$ cat src/logic/mul_pkg.sv
// Widths are fixed for a 16x16 unsigned multiply built from four 8x8 quarter products
`default_nettype none

package mul_pkg;

  localparam int OPERAND_W = 16;
  localparam int HALF_W    = 8;
  localparam int PRODUCT_W = 32;
  localparam int PP_W      = 16;

  // Quarter products per operation
  localparam int NUM_STEPS = 4;
  localparam int STEP_W    = 2;

  // One product register, read as a full word or as two 16-bit halves
  typedef union packed {
    logic [PRODUCT_W-1:0]       word;
    logic [1:0][PP_W-1:0]       halves;
  } product_word_u;

endpackage

`default_nettype wire

$ cat src/logic/partial_if.sv
// One quarter product per valid cycle and no back-pressure toward the controller
`timescale 1ns/10ps
`default_nettype none

interface partial_if import mul_pkg::*; ();

  // High on each cycle that carries a quarter product
  logic              pp_valid;
  logic [STEP_W-1:0] step;
  logic [PP_W-1:0]   pp;
  // Step 0 of an operation
  logic              first;

  modport ctrl (
    output pp_valid,
    output step,
    output pp,
    output first
  );

  modport acc (
    input pp_valid,
    input step,
    input pp,
    input first
  );

endinterface

`default_nettype wire

$ cat src/logic/cla_adder.sv
// WIDTH must be a multiple of 4 and the sum wraps with carry-in tied to zero
`timescale 1ns/10ps
`default_nettype none

module cla_adder #(
  parameter int WIDTH = 32
) (
  input  logic [WIDTH-1:0] x,
  input  logic [WIDTH-1:0] y,
  output logic [WIDTH-1:0] sum
);

  localparam int NG = WIDTH / 4;

  logic [WIDTH-1:0] p;
  logic [WIDTH-1:0] g;
  // Group propagate, generate and carry-in
  logic [NG-1:0]    gp;
  logic [NG-1:0]    gg;
  logic [NG-1:0]    gc;

  assign p = x ^ y;
  assign g = x & y;

  genvar k;

  for (k = 0; k < NG; k++) begin : g_group
    logic [3:0] lp;
    logic [3:0] lg;
    logic [3:0] c;

    assign lp = p[4*k+3:4*k];
    assign lg = g[4*k+3:4*k];

    assign gp[k] = &lp;
    assign gg[k] = lg[3]
                 | (lp[3] & lg[2])
                 | (lp[3] & lp[2] & lg[1])
                 | (lp[3] & lp[2] & lp[1] & lg[0]);

    // Local lookahead inside the group
    assign c[0] = gc[k];
    assign c[1] = lg[0] | (lp[0] & c[0]);
    assign c[2] = lg[1] | (lp[1] & lg[0]) | (lp[1] & lp[0] & c[0]);
    assign c[3] = lg[2] | (lp[2] & lg[1]) | (lp[2] & lp[1] & lg[0])
                | (lp[2] & lp[1] & lp[0] & c[0]);

    assign sum[4*k+3:4*k] = lp ^ c;
  end

  // Second level, each group carry as a flat sum of products
  always_comb begin : group_lookahead
    logic term;
    term = 1'b0;
    for (int n = 0; n < NG; n++) begin
      gc[n] = 1'b0;
      for (int m = 0; m < n; m++) begin
        term = gg[m];
        for (int q = m + 1; q < n; q++) begin
          term = term & gp[q];
        end
        gc[n] = gc[n] | term;
      end
    end
  end

endmodule

`default_nettype wire

$ cat src/logic/mul16_top.sv
// Unsigned 16x16 multiply with one operation in flight under a four-phase req/ack handshake
`timescale 1ns/10ps
`default_nettype none

module mul16_top import mul_pkg::*; (
  input  logic                 clk,
  input  logic                 rst,
  input  logic                 req,
  input  logic [OPERAND_W-1:0] a,
  input  logic [OPERAND_W-1:0] b,
  output logic                 ack,
  output logic [PRODUCT_W-1:0] product
);

  // Shared multiplier operands and result
  logic [HALF_W-1:0] mul_a;
  logic [HALF_W-1:0] mul_b;
  logic [PP_W-1:0]   mul_p;

  partial_if pp_bus ();

  mul_controller u_ctrl (
    .clk    (clk),
    .rst    (rst),
    .req    (req),
    .a      (a),
    .b      (b),
    .ack    (ack),
    .mul_a  (mul_a),
    .mul_b  (mul_b),
    .mul_p  (mul_p),
    .pp_bus (pp_bus.ctrl)
  );

  // One array serves all four quarter products
  mul8_array #(
    .HALF_W (HALF_W)
  ) u_mul (
    .a (mul_a),
    .b (mul_b),
    .p (mul_p)
  );

  mul_accumulator #(
    .WIDTH (PRODUCT_W)
  ) u_acc (
    .clk     (clk),
    .rst     (rst),
    .pp_bus  (pp_bus.acc),
    .product (product)
  );

endmodule

`default_nettype wire

$ cat src/logic/mul8_array.sv
// Exact unsigned array multiplier for HALF_W of 2 or more and purely combinational
`timescale 1ns/10ps
`default_nettype none

module mul8_array #(
  parameter int HALF_W = 8
) (
  input  logic [HALF_W-1:0]   a,
  input  logic [HALF_W-1:0]   b,
  output logic [2*HALF_W-1:0] p
);

  localparam int N = HALF_W;

  // AND terms, row i is a times b[i]
  logic [N-1:0] pp [N];
  // Sum outputs per row with a zero top bit for the next row's shift
  logic [N:0]   s_row [N];
  logic [N-1:0] c_row [1:N-1];
  // Carries of the final ripple row
  logic [N-1:0] rc;

  genvar i, j;

  for (i = 0; i < N; i++) begin : g_and_row
    for (j = 0; j < N; j++) begin : g_and_bit
      assign pp[i][j] = a[j] & b[i];
    end
  end

  assign s_row[0] = {1'b0, pp[0]};

  for (i = 1; i < N; i++) begin : g_row
    assign s_row[i][N] = 1'b0;
    for (j = 0; j < N; j++) begin : g_cell
      if (i == 1) begin : g_ha
        assign s_row[i][j] = pp[i][j] ^ s_row[i-1][j+1];
        assign c_row[i][j] = pp[i][j] & s_row[i-1][j+1];
      end else begin : g_fa
        assign s_row[i][j] = pp[i][j] ^ s_row[i-1][j+1] ^ c_row[i-1][j];
        assign c_row[i][j] = (pp[i][j] & s_row[i-1][j+1])
                           | (pp[i][j] & c_row[i-1][j])
                           | (s_row[i-1][j+1] & c_row[i-1][j]);
      end
    end
  end

  // Low half falls out of the array one bit per row
  for (i = 0; i < N; i++) begin : g_low
    assign p[i] = s_row[i][0];
  end

  // Ripple row merges the last sums and carries
  assign rc[0] = 1'b0;
  for (j = 0; j < N; j++) begin : g_ripple
    assign p[N+j] = s_row[N-1][j+1] ^ c_row[N-1][j] ^ rc[j];
    if (j < N - 1) begin : g_carry
      assign rc[j+1] = (s_row[N-1][j+1] & c_row[N-1][j])
                     | (s_row[N-1][j+1] & rc[j])
                     | (c_row[N-1][j] & rc[j]);
    end
  end

endmodule

`default_nettype wire

$ cat src/logic/mul_accumulator.sv
// WIDTH must equal PRODUCT_W and steps must arrive in the order 0 1 2 3
`timescale 1ns/10ps
`default_nettype none

module mul_accumulator import mul_pkg::*; #(
  parameter int WIDTH = PRODUCT_W
) (
  input  logic                 clk,
  input  logic                 rst,
  partial_if.acc               pp_bus,
  output logic [PRODUCT_W-1:0] product
);

  product_word_u    acc_q;
  product_word_u    acc_d;
  logic [WIDTH-1:0] aligned_pp;
  logic [WIDTH-1:0] add_sum;

  // Cross products sit at bit offset HALF_W
  assign aligned_pp = {{(WIDTH - PP_W - HALF_W){1'b0}}, pp_bus.pp, {HALF_W{1'b0}}};

  cla_adder #(
    .WIDTH (WIDTH)
  ) u_add (
    .x   (acc_q.word),
    .y   (aligned_pp),
    .sum (add_sum)
  );

  always_comb begin
    acc_d = acc_q;
    if (pp_bus.first) begin
      acc_d.word      = '0;
      acc_d.halves[0] = pp_bus.pp;
    end else if (pp_bus.step == 2'd1) begin
      // hh lands directly in the upper half
      acc_d.halves[1] = pp_bus.pp;
    end else begin
      acc_d.word = add_sum;
    end
  end

  always_ff @(posedge clk) begin
    if (rst) begin
      acc_q.word <= '0;
    end else if (pp_bus.pp_valid) begin
      acc_q <= acc_d;
    end
  end

  assign product = acc_q.word;

  a_step_order: assert property (@(posedge clk) disable iff (rst)
    pp_bus.pp_valid |-> (pp_bus.first ? (pp_bus.step == '0)
                                      : ($past(pp_bus.pp_valid) &&
                                         pp_bus.step == $past(pp_bus.step) + 2'd1)));

endmodule

`default_nettype wire

$ cat src/logic/mul_controller.sv
// Requester must hold a and b stable while req is high and ack answers 4 cycles after the req sample
`timescale 1ns/10ps
`default_nettype none

module mul_controller import mul_pkg::*; (
  input  logic                 clk,
  input  logic                 rst,
  input  logic                 req,
  input  logic [OPERAND_W-1:0] a,
  input  logic [OPERAND_W-1:0] b,
  output logic                 ack,
  output logic [HALF_W-1:0]    mul_a,
  output logic [HALF_W-1:0]    mul_b,
  input  logic [PP_W-1:0]      mul_p,
  partial_if.ctrl              pp_bus
);

  localparam logic [1:0] S_IDLE = 2'd0;
  localparam logic [1:0] S_BUSY = 2'd1;
  localparam logic [1:0] S_DONE = 2'd2;

  logic [1:0]           state_q;
  logic [STEP_W-1:0]    step_q;
  logic [OPERAND_W-1:0] a_q;
  logic [OPERAND_W-1:0] b_q;
  logic                 latch;
  logic                 last_step;

  assign latch     = (state_q == S_IDLE) && req;
  assign last_step = (step_q == STEP_W'(NUM_STEPS - 1));

  always_ff @(posedge clk) begin
    if (rst) begin
      state_q <= S_IDLE;
      step_q  <= '0;
      ack     <= 1'b0;
    end else begin
      case (state_q)
        S_IDLE: begin
          if (req) begin
            state_q <= S_BUSY;
            step_q  <= '0;
          end
        end
        S_BUSY: begin
          step_q <= step_q + 1'b1;
          if (last_step) begin
            state_q <= S_DONE;
            ack     <= 1'b1;
          end
        end
        S_DONE: begin
          // Hold the result until the requester lets go
          if (!req) begin
            state_q <= S_IDLE;
            ack     <= 1'b0;
          end
        end
        default: state_q <= S_IDLE;
      endcase
    end
  end

  always_ff @(posedge clk) begin
    if (latch) begin
      a_q <= a;
      b_q <= b;
    end
  end

  // Step order ll, hh, lh, hl
  always_comb begin
    case (step_q)
      2'd0: begin
        mul_a = a_q[HALF_W-1:0];
        mul_b = b_q[HALF_W-1:0];
      end
      2'd1: begin
        mul_a = a_q[OPERAND_W-1:HALF_W];
        mul_b = b_q[OPERAND_W-1:HALF_W];
      end
      2'd2: begin
        mul_a = a_q[HALF_W-1:0];
        mul_b = b_q[OPERAND_W-1:HALF_W];
      end
      default: begin
        mul_a = a_q[OPERAND_W-1:HALF_W];
        mul_b = b_q[HALF_W-1:0];
      end
    endcase
  end

  assign pp_bus.pp_valid = (state_q == S_BUSY);
  assign pp_bus.step     = step_q;
  assign pp_bus.pp       = mul_p;
  assign pp_bus.first    = (state_q == S_BUSY) && (step_q == '0);

  a_ack_needs_req: assert property (@(posedge clk) disable iff (rst)
    $rose(ack) |-> $past(req));

  a_latch_in_idle: assert property (@(posedge clk) disable iff (rst)
    !$stable({a_q, b_q}) |-> $past(state_q == S_IDLE));

  a_four_steps: assert property (@(posedge clk) disable iff (rst)
    $rose(pp_bus.pp_valid) |-> pp_bus.pp_valid [*NUM_STEPS] ##1 !pp_bus.pp_valid);

endmodule

`default_nettype wire

$ cat config.mk
export PLATFORM = sky130hd
export DESIGN_NAME = mul16_top
export DESIGN_NICKNAME = d
export VERILOG_FILES = /design/src/logic/mul_pkg.sv /design/src/logic/partial_if.sv /design/src/logic/cla_adder.sv /design/src/logic/mul16_top.sv /design/src/logic/mul8_array.sv /design/src/logic/mul_accumulator.sv /design/src/logic/mul_controller.sv
export SDC_FILE = /design/constraint.sdc
export NUM_CORES = 1
export LEC_CHECK = 0
export ABC_CLOCK_PERIOD_IN_PS = 15500
export BUFFER_PORTS_ARGS = -buffer_cell sky130_fd_sc_hd__buf_4
export CAP_MARGIN = 30
export CORE_MARGIN = 2
export CORE_UTILIZATION = 50
export CTS_BUF_LIST = sky130_fd_sc_hd__clkbuf_8
export DETAILED_ROUTE_END_ITERATION = 6
export PLACE_DENSITY = 0.77
export SLEW_MARGIN = 20
export SYNTH_ARGS = -nofsm -noshare
export SYNTH_HDL_FRONTEND = slang
export SYNTH_HIERARCHICAL = 1
export SYNTH_SLANG_ARGS = --single-unit
$ cat constraint.sdc
create_clock -name clk -period 15.5 [get_ports clk]
set_clock_uncertainty 0.1 [all_clocks]
set_input_delay 3.1 -clock clk [delete_from_list [all_inputs] [get_ports clk]]
set_output_delay 3.1 -clock clk [all_outputs]
set_load 0.005 [all_outputs]
=== Word level (Yosys, flattened, before mapping) ===
Index checks and enable logic that the tools add are counted.

* Bits in read-only memories: 0
* Memories: 0
* Logic and storage cells: 685
* Latch bits: 0
* Bits in writable memories: 0
* Bits of input ports: 35
* Flip-flop bits (word level): 69
* Output and inout bits: 33

* Shift operators: 0
* Mux-type cells: 14
* Reduce and logical (&&, ||, !) cells: 18
* $mul: 0
* Div/mod/pow operators: 0
* Magnitude comparators: 0
* Add/subtract/negate cells: 1
* Equal/unequal tests: 9
* Bitwise logic cells: 636

{| class="wikitable"
|+ Operators with widths
! operator !! number
|-
| AND 1 bit || 339
|-
| bitwise OR 1 bit || 183
|-
| XOR 1 bit || 104
|-
| two-way mux 16 bit || 2
|-
| two-way mux 32 bit || 1
|-
| XOR 32 x 24 -> 32 bit || 1
|-
| XOR 4 bit || 8
|-
| AND 31 x 24 -> 31 bit || 1
|-
| AND reduction 4 bit || 6
|-
| two-way mux 8 bit || 2
|-
| two-way mux 2 bit || 4
|-
| equality test 2 bit (second input constant) || 3
|-
| inequality test 2 bit (second input constant) || 3
|-
| case mux 2 bit (3 select lines) || 1
|-
| AND reduction 3 bit || 2
|-
| equality test 2 x 1 -> 1 bit (second input constant) || 2
|-
| zero test 2 bit || 2
|-
| case mux 2 bit (2 select lines) || 1
|-
| AND reduction 2 bit || 2
|-
| nonzero test 2 bit || 2
|-
| OR reduction 2 bit || 2
|-
| adder 2 x 1 -> 2 bit (second input constant) || 1
|-
| logical AND 1 bit || 2
|-
| two-way mux 1 bit || 2
|-
| 2 further kinds || 2
|}

=== Longest topological paths before layout ===
* Depth in word-level cells: 64
* Mapped depth: 35
* Gate-level depth less buffers: 34

=== Cells and area by module ===
Netlist, hierarchy kept.

{| class="wikitable"
|+ Modules (own cells, without submodules)
! module !! instances !! sequential area each (sq um) !! area each (sq um) !! cells each
|-
| mul_controller || 1 || 1061.0 || 1557.7 || 95
|-
| mul8_array || 1 || 0.0 || 1540.2 || 153
|-
| mul_accumulator || 1 || 640.6 || 1475.2 || 149
|-
| cla_adder || 1 || 0.0 || 1332.5 || 166
|}

=== Worst setup path after synthesis ===
OpenSTA, ideal clock, no wires.

* Kind: reg-to-reg
* Start: register u_ctrl.step_q[0], in the netlist u_ctrl/pp_bus.step[0]
* End: register u_acc.acc_q, in the netlist u_acc/product[28]
* Arrival time: 9.668 ns
* Cell stages (with the launch flop): 35
* Buffers on the path: 1
* Path slack: 5.609 ns
* Library setup time: 0.124 ns
* Period minus slack after synthesis: 9.891 ns
* Data required time: 15.276 ns
* Path through: dfxtp_1 inv_1 ha_1 nor2_4 mux2_2 and2_1 ha_1 inv_1 fa_1 inv_1 fa_1 fa_1 fa_1 fa_1 inv_1 fa_1 inv_1 ha_1 fa_1 fa_1 fa_1 fa_1 fa_1 fa_1 buf_4 ha_1 o21ai_0 nand2b_1 a21oi_1 or4b_4 nand2_1 a21o_1 fa_1 mux2i_1 o21ai_0

* Elaborated cells between the ends (all ways): 491
* Those cells by class: eq/ne: 2; mux: 4; bitwise: 477; reduce/logical: 8

{| class="wikitable"
|+ RTL lines
! element !! line !! source
|-
| start, declared || mul_controller.sv:23 || <nowiki>logic [STEP_W-1:0] step_q;</nowiki>
|-
| start signal, assigned || mul_controller.sv:46 || <nowiki>step_q <= step_q + 1'b1;</nowiki>
|-
| equality test 2 bit / zero test 2 bit (equally long branches) || mul_controller.sv:73 || <nowiki>case (step_q)</nowiki>
|-
| OR reduction 2 bit (no line) * || n/a ||
|-
| two-way mux 8 bit * || mul_controller.sv:73 ||
|-
| via mul_a[7] || mul16_top.sv:16 || <nowiki>logic [HALF_W-1:0] mul_a;</nowiki>
|-
| AND 1 bit || mul8_array.sv:27 || <nowiki>assign pp[i][j] = a[j] & b[i];</nowiki>
|-
| XOR 1 bit || mul8_array.sv:37 || <nowiki>assign s_row[i][j] = pp[i][j] ^ s_row[i-1][j+1];</nowiki>
|-
| XOR 1 bit (8 in a row) || mul8_array.sv:40 || <nowiki>assign s_row[i][j] = pp[i][j] ^ s_row[i-1][j+1] ^ c_row[i-1][j];</nowiki>
|-
| AND 1 bit / XOR 1 bit (equally long branches) || mul8_array.sv:41, mul8_array.sv:40 ||
|-
| [21 not listed] || n/a ||
|-
| via mul_p[14] || mul16_top.sv:18 || <nowiki>logic [PP_W-1:0] mul_p;</nowiki>
|-
| [1 not listed] || n/a ||
|-
| AND reduction 4 bit || cla_adder.sv:35 || <nowiki>assign gp[k] = &lp;</nowiki>
|-
| AND 1 bit (2 in a row) || cla_adder.sv:60 || <nowiki>term = term & gp[q];</nowiki>
|-
| bitwise OR 1 bit (4 in a row) || cla_adder.sv:62 || <nowiki>gc[n] = gc[n] | term;</nowiki>
|-
| bitwise OR 1 bit * (2 in a row) || cla_adder.sv:62 ||
|-
| XOR 4 bit * || cla_adder.sv:48 || <nowiki>assign sum[4*k+3:4*k] = lp ^ c;</nowiki>
|-
| via u_acc.add_sum[28] || mul_accumulator.sv:17 || <nowiki>logic [WIDTH-1:0] add_sum;</nowiki>
|-
| two-way mux 16 bit * || mul_accumulator.sv:35 || <nowiki>end else if (pp_bus.step == 2'd1) begin</nowiki>
|-
| two-way mux 32 bit * || mul_accumulator.sv:32 || <nowiki>if (pp_bus.first) begin</nowiki>
|-
| end, declared || mul_accumulator.sv:14 || <nowiki>product_word_u acc_q;</nowiki>
|}

The timed path passes the listed nets; every way through them passes the cells marked *.
A chain may end at the register's enable or synchronous reset.

=== Final worst setup path ===
Same ends and word-level chain as after synthesis.

==> run metrics <==
status finished, final reports clean; Final Net Count 765; buffers inserted by post-CTS timing repair 0; most frequent cells in the layout buf_4, fa_1, and2_1; final antenna-violating net count 0; clk slew on worst S/H paths 0.08 ns; first-pass GRT wire length 21000 um; die area 12700 sq um; Arrival @ worst endpoint 10.49 ns; Die Y 113 um; DR vias 4248; routed len/inst 15.9 um; port bufs 67; hold path endpoint u_acc/product[25]; Cell Pwr Density 219 nW/um^2; Hold Crit Start u_acc/product[25]; initial antenna violation count 0; clk buf depth 2; antenna cell count 0; Mapped Cells 563; DP Worst Slack 5.07 ns; Max IR drop VDD 0.231 mV; Final GP Congestion 0.926; max-cap viol count 0; Worst Hold Path Cells 2; fin crit period 10.37 ns; Clock Power Share 10.9%; Synthesis Warnings 6; initial DRC count 217; CTS tree done; endpoints failing hold 0; Filler cells 976; setup slack after layout 5.13 ns; mapped cell area 5910 sq um; # rows 39; largest net degree at the start of global routing 33; reg2reg start u_ctrl/pp_bus.step[0]; crit-path most repeated cell fa_1; drt via density 5.45; Worst R2R Path Depth 33; vias in the first global route 4440; Area Growth Syn to Fin 13.6%; Tightest Pin Transition 0.703 ns; Initial Util 51.5%; post-CTS sizing 0; worst path bufs/invs 5; GRT overflow 0; CP required 15.62 ns; flop-to-flop setup slack 5.13 ns; post-synth cell types 58; Worst path top cell family by delay adder cells; Post-synth EDFFs 32; RSZ-0062 raised after global routing false; critical path launch point type register; CTS hold repair buffers 0; layout cells sized above 1 18.9%; register area 1700 sq um; Pins Over Slew Limit 0; FFs w/ async S/R, synth 0%; Final period util 66.9%; RR Endpoint u_acc/product[28]; FMAX 0.0965 GHz; LEAKAGE 2.94 nW; setup TNS 0 ns; Comb pwr share 73.3%; Critical Path End Type register; GRT Overall Usage 20.9%; Synth Register Bits 69; area of the core 11500 sq um; switching share of total power 48.7%; sequential share of power 15.8%; HPWL Detailed 9720 um; TritonRoute pass-1 iters 5; die width 113 um; post-synth top area share 19.0%; DRC Markers 0; CP max stage cell fa_1; Net Switching 0.716 mW; Root Buffer clkbuf_8; Most used DFF post-synth dfxtp_1; slew margin rel. 53.1%; area of the multi-input gates 3890 sq um; num ports 68; Max stage delay on crit path 0.58 ns; number of CTS-inserted buffers 9; H-tree Lvls 3; Clock Sinks 69; leading area contributor after synthesis fa_1; Seq/Total Area, Yosys 28.8%; commonest non-fill, non-tap cell in the layout buf_4; Clk Latency, worst-skew pair 0.36 ns; Int Power 0.755 mW; final setup fails 0; WL final 12400 um; Fin Hold WS 0.385 ns; Hold Path Class register to register; Synth area leaders fa_1, edfxtp_1, dfxtp_1, ha_1, mux2i_1; Avg Inst Size Synth 10.5 sq um; WS Path Type register to register; peak fanout along the critical path 8
==> worst min-delay path, stage by stage, from the launching register on <==
cell and delay [ns]:
dfxtp_1 0.33, nand2_1 0.05, o21ai_0 0.06
==> power groups by stage <==
stage,Clock (mW),Sequential (mW),Combinational (mW)
after floorplan,0,0.232,0.879
after global routing,0.174,0.235,1.19
after detailed placement,0,0.236,1.06
final,0.161,0.232,1.08
after global placement,0,0.235,1.02
after CTS,0.165,0.232,1.07
==> how the worst max path moves through the flow <==
stage	slack, ns	start	cells past startpoint	end
4_1_cts	5.07	u_ctrl/pp_bus.step[0]	33	u_acc/product[28]
6_report	5.13	u_ctrl/pp_bus.step[0]	33	u_acc/product[28]
3_5_place_dp	5.07	u_ctrl/pp_bus.step[0]	33	u_acc/product[28]
3_3_place_gp	5.38	u_ctrl/pp_bus.step[0]	33	u_acc/product[28]
5_1_grt	4.58	u_ctrl/pp_bus.step[0]	32	u_acc/product[28]
2_1_floorplan	5.61	u_ctrl/pp_bus.step[0]	34	u_acc/product[28]
==> cell families after synthesis <==
logic type	after synthesis	share of synthesized area, %
AND/OR/NAND/NOR	144	13.0
AO/OA/AOI/OAI	105	12.2
adder cells (fa/ha/maj)	98	27.9
buffers and inverters	78	6.61
flip-flops	69	28.8
multiplexers	48	8.47
XOR/XNOR	20	2.97
other	1	0.0635
==> stage by stage <==
| step | cells | utilization [%] | power, mW | cell area [sq um] |
|---|---|---|---|---|
| floorplan | 582 | - | 1.11 | 5980 |
| CTS | 779 | 58.5 | 1.46 | 6710 |
| global route | 779 | 58.5 | 1.60 | 6710 |
| finish | 779 | 58.5 | 1.47 | 6710 |
| detailed placement | 764 | 56.6 | 1.30 | 6490 |
| global placement | 761 | 56.3 | 1.25 | 6450 |
==> state kept, by name, summed over array words and instances, names as in the netlist <==
register and count:
u_ctrl/a_q 16, u_ctrl/ack 1, u_ctrl/pp_bus.step 2, u_ctrl/b_q 16, u_ctrl/state_q 2, u_acc/product 32
==> cells in the mapped netlist, types with 16 or more instances <==
master,number
a21oi_1,33
and2_1,48
buf_4,17
dfxtp_1,37
edfxtp_1,32
fa_1,56
ha_1,42
inv_1,46
mux2_2,16
mux2i_1,32
nand2_1,43
nor2_1,20
o21ai_0,24
==> layer usage <==
layer	part of all wire, %	global-route usage, %
met5	0	0
met2	49	35.6
met3	5.7	5.24
met4	1.9	6.10
met1	43	26.4
==> area by class of cell <==
cell class,count,area share (%)
clock buffers,9,1.85
clock inverters,6,1.32
inverters,46,2.57
multi-input cells,435,58.0
flip-flops and latches,69,25.4
well taps,143,2.67
repair buffers,71,8.23
(Power assumes the default switching activity.)
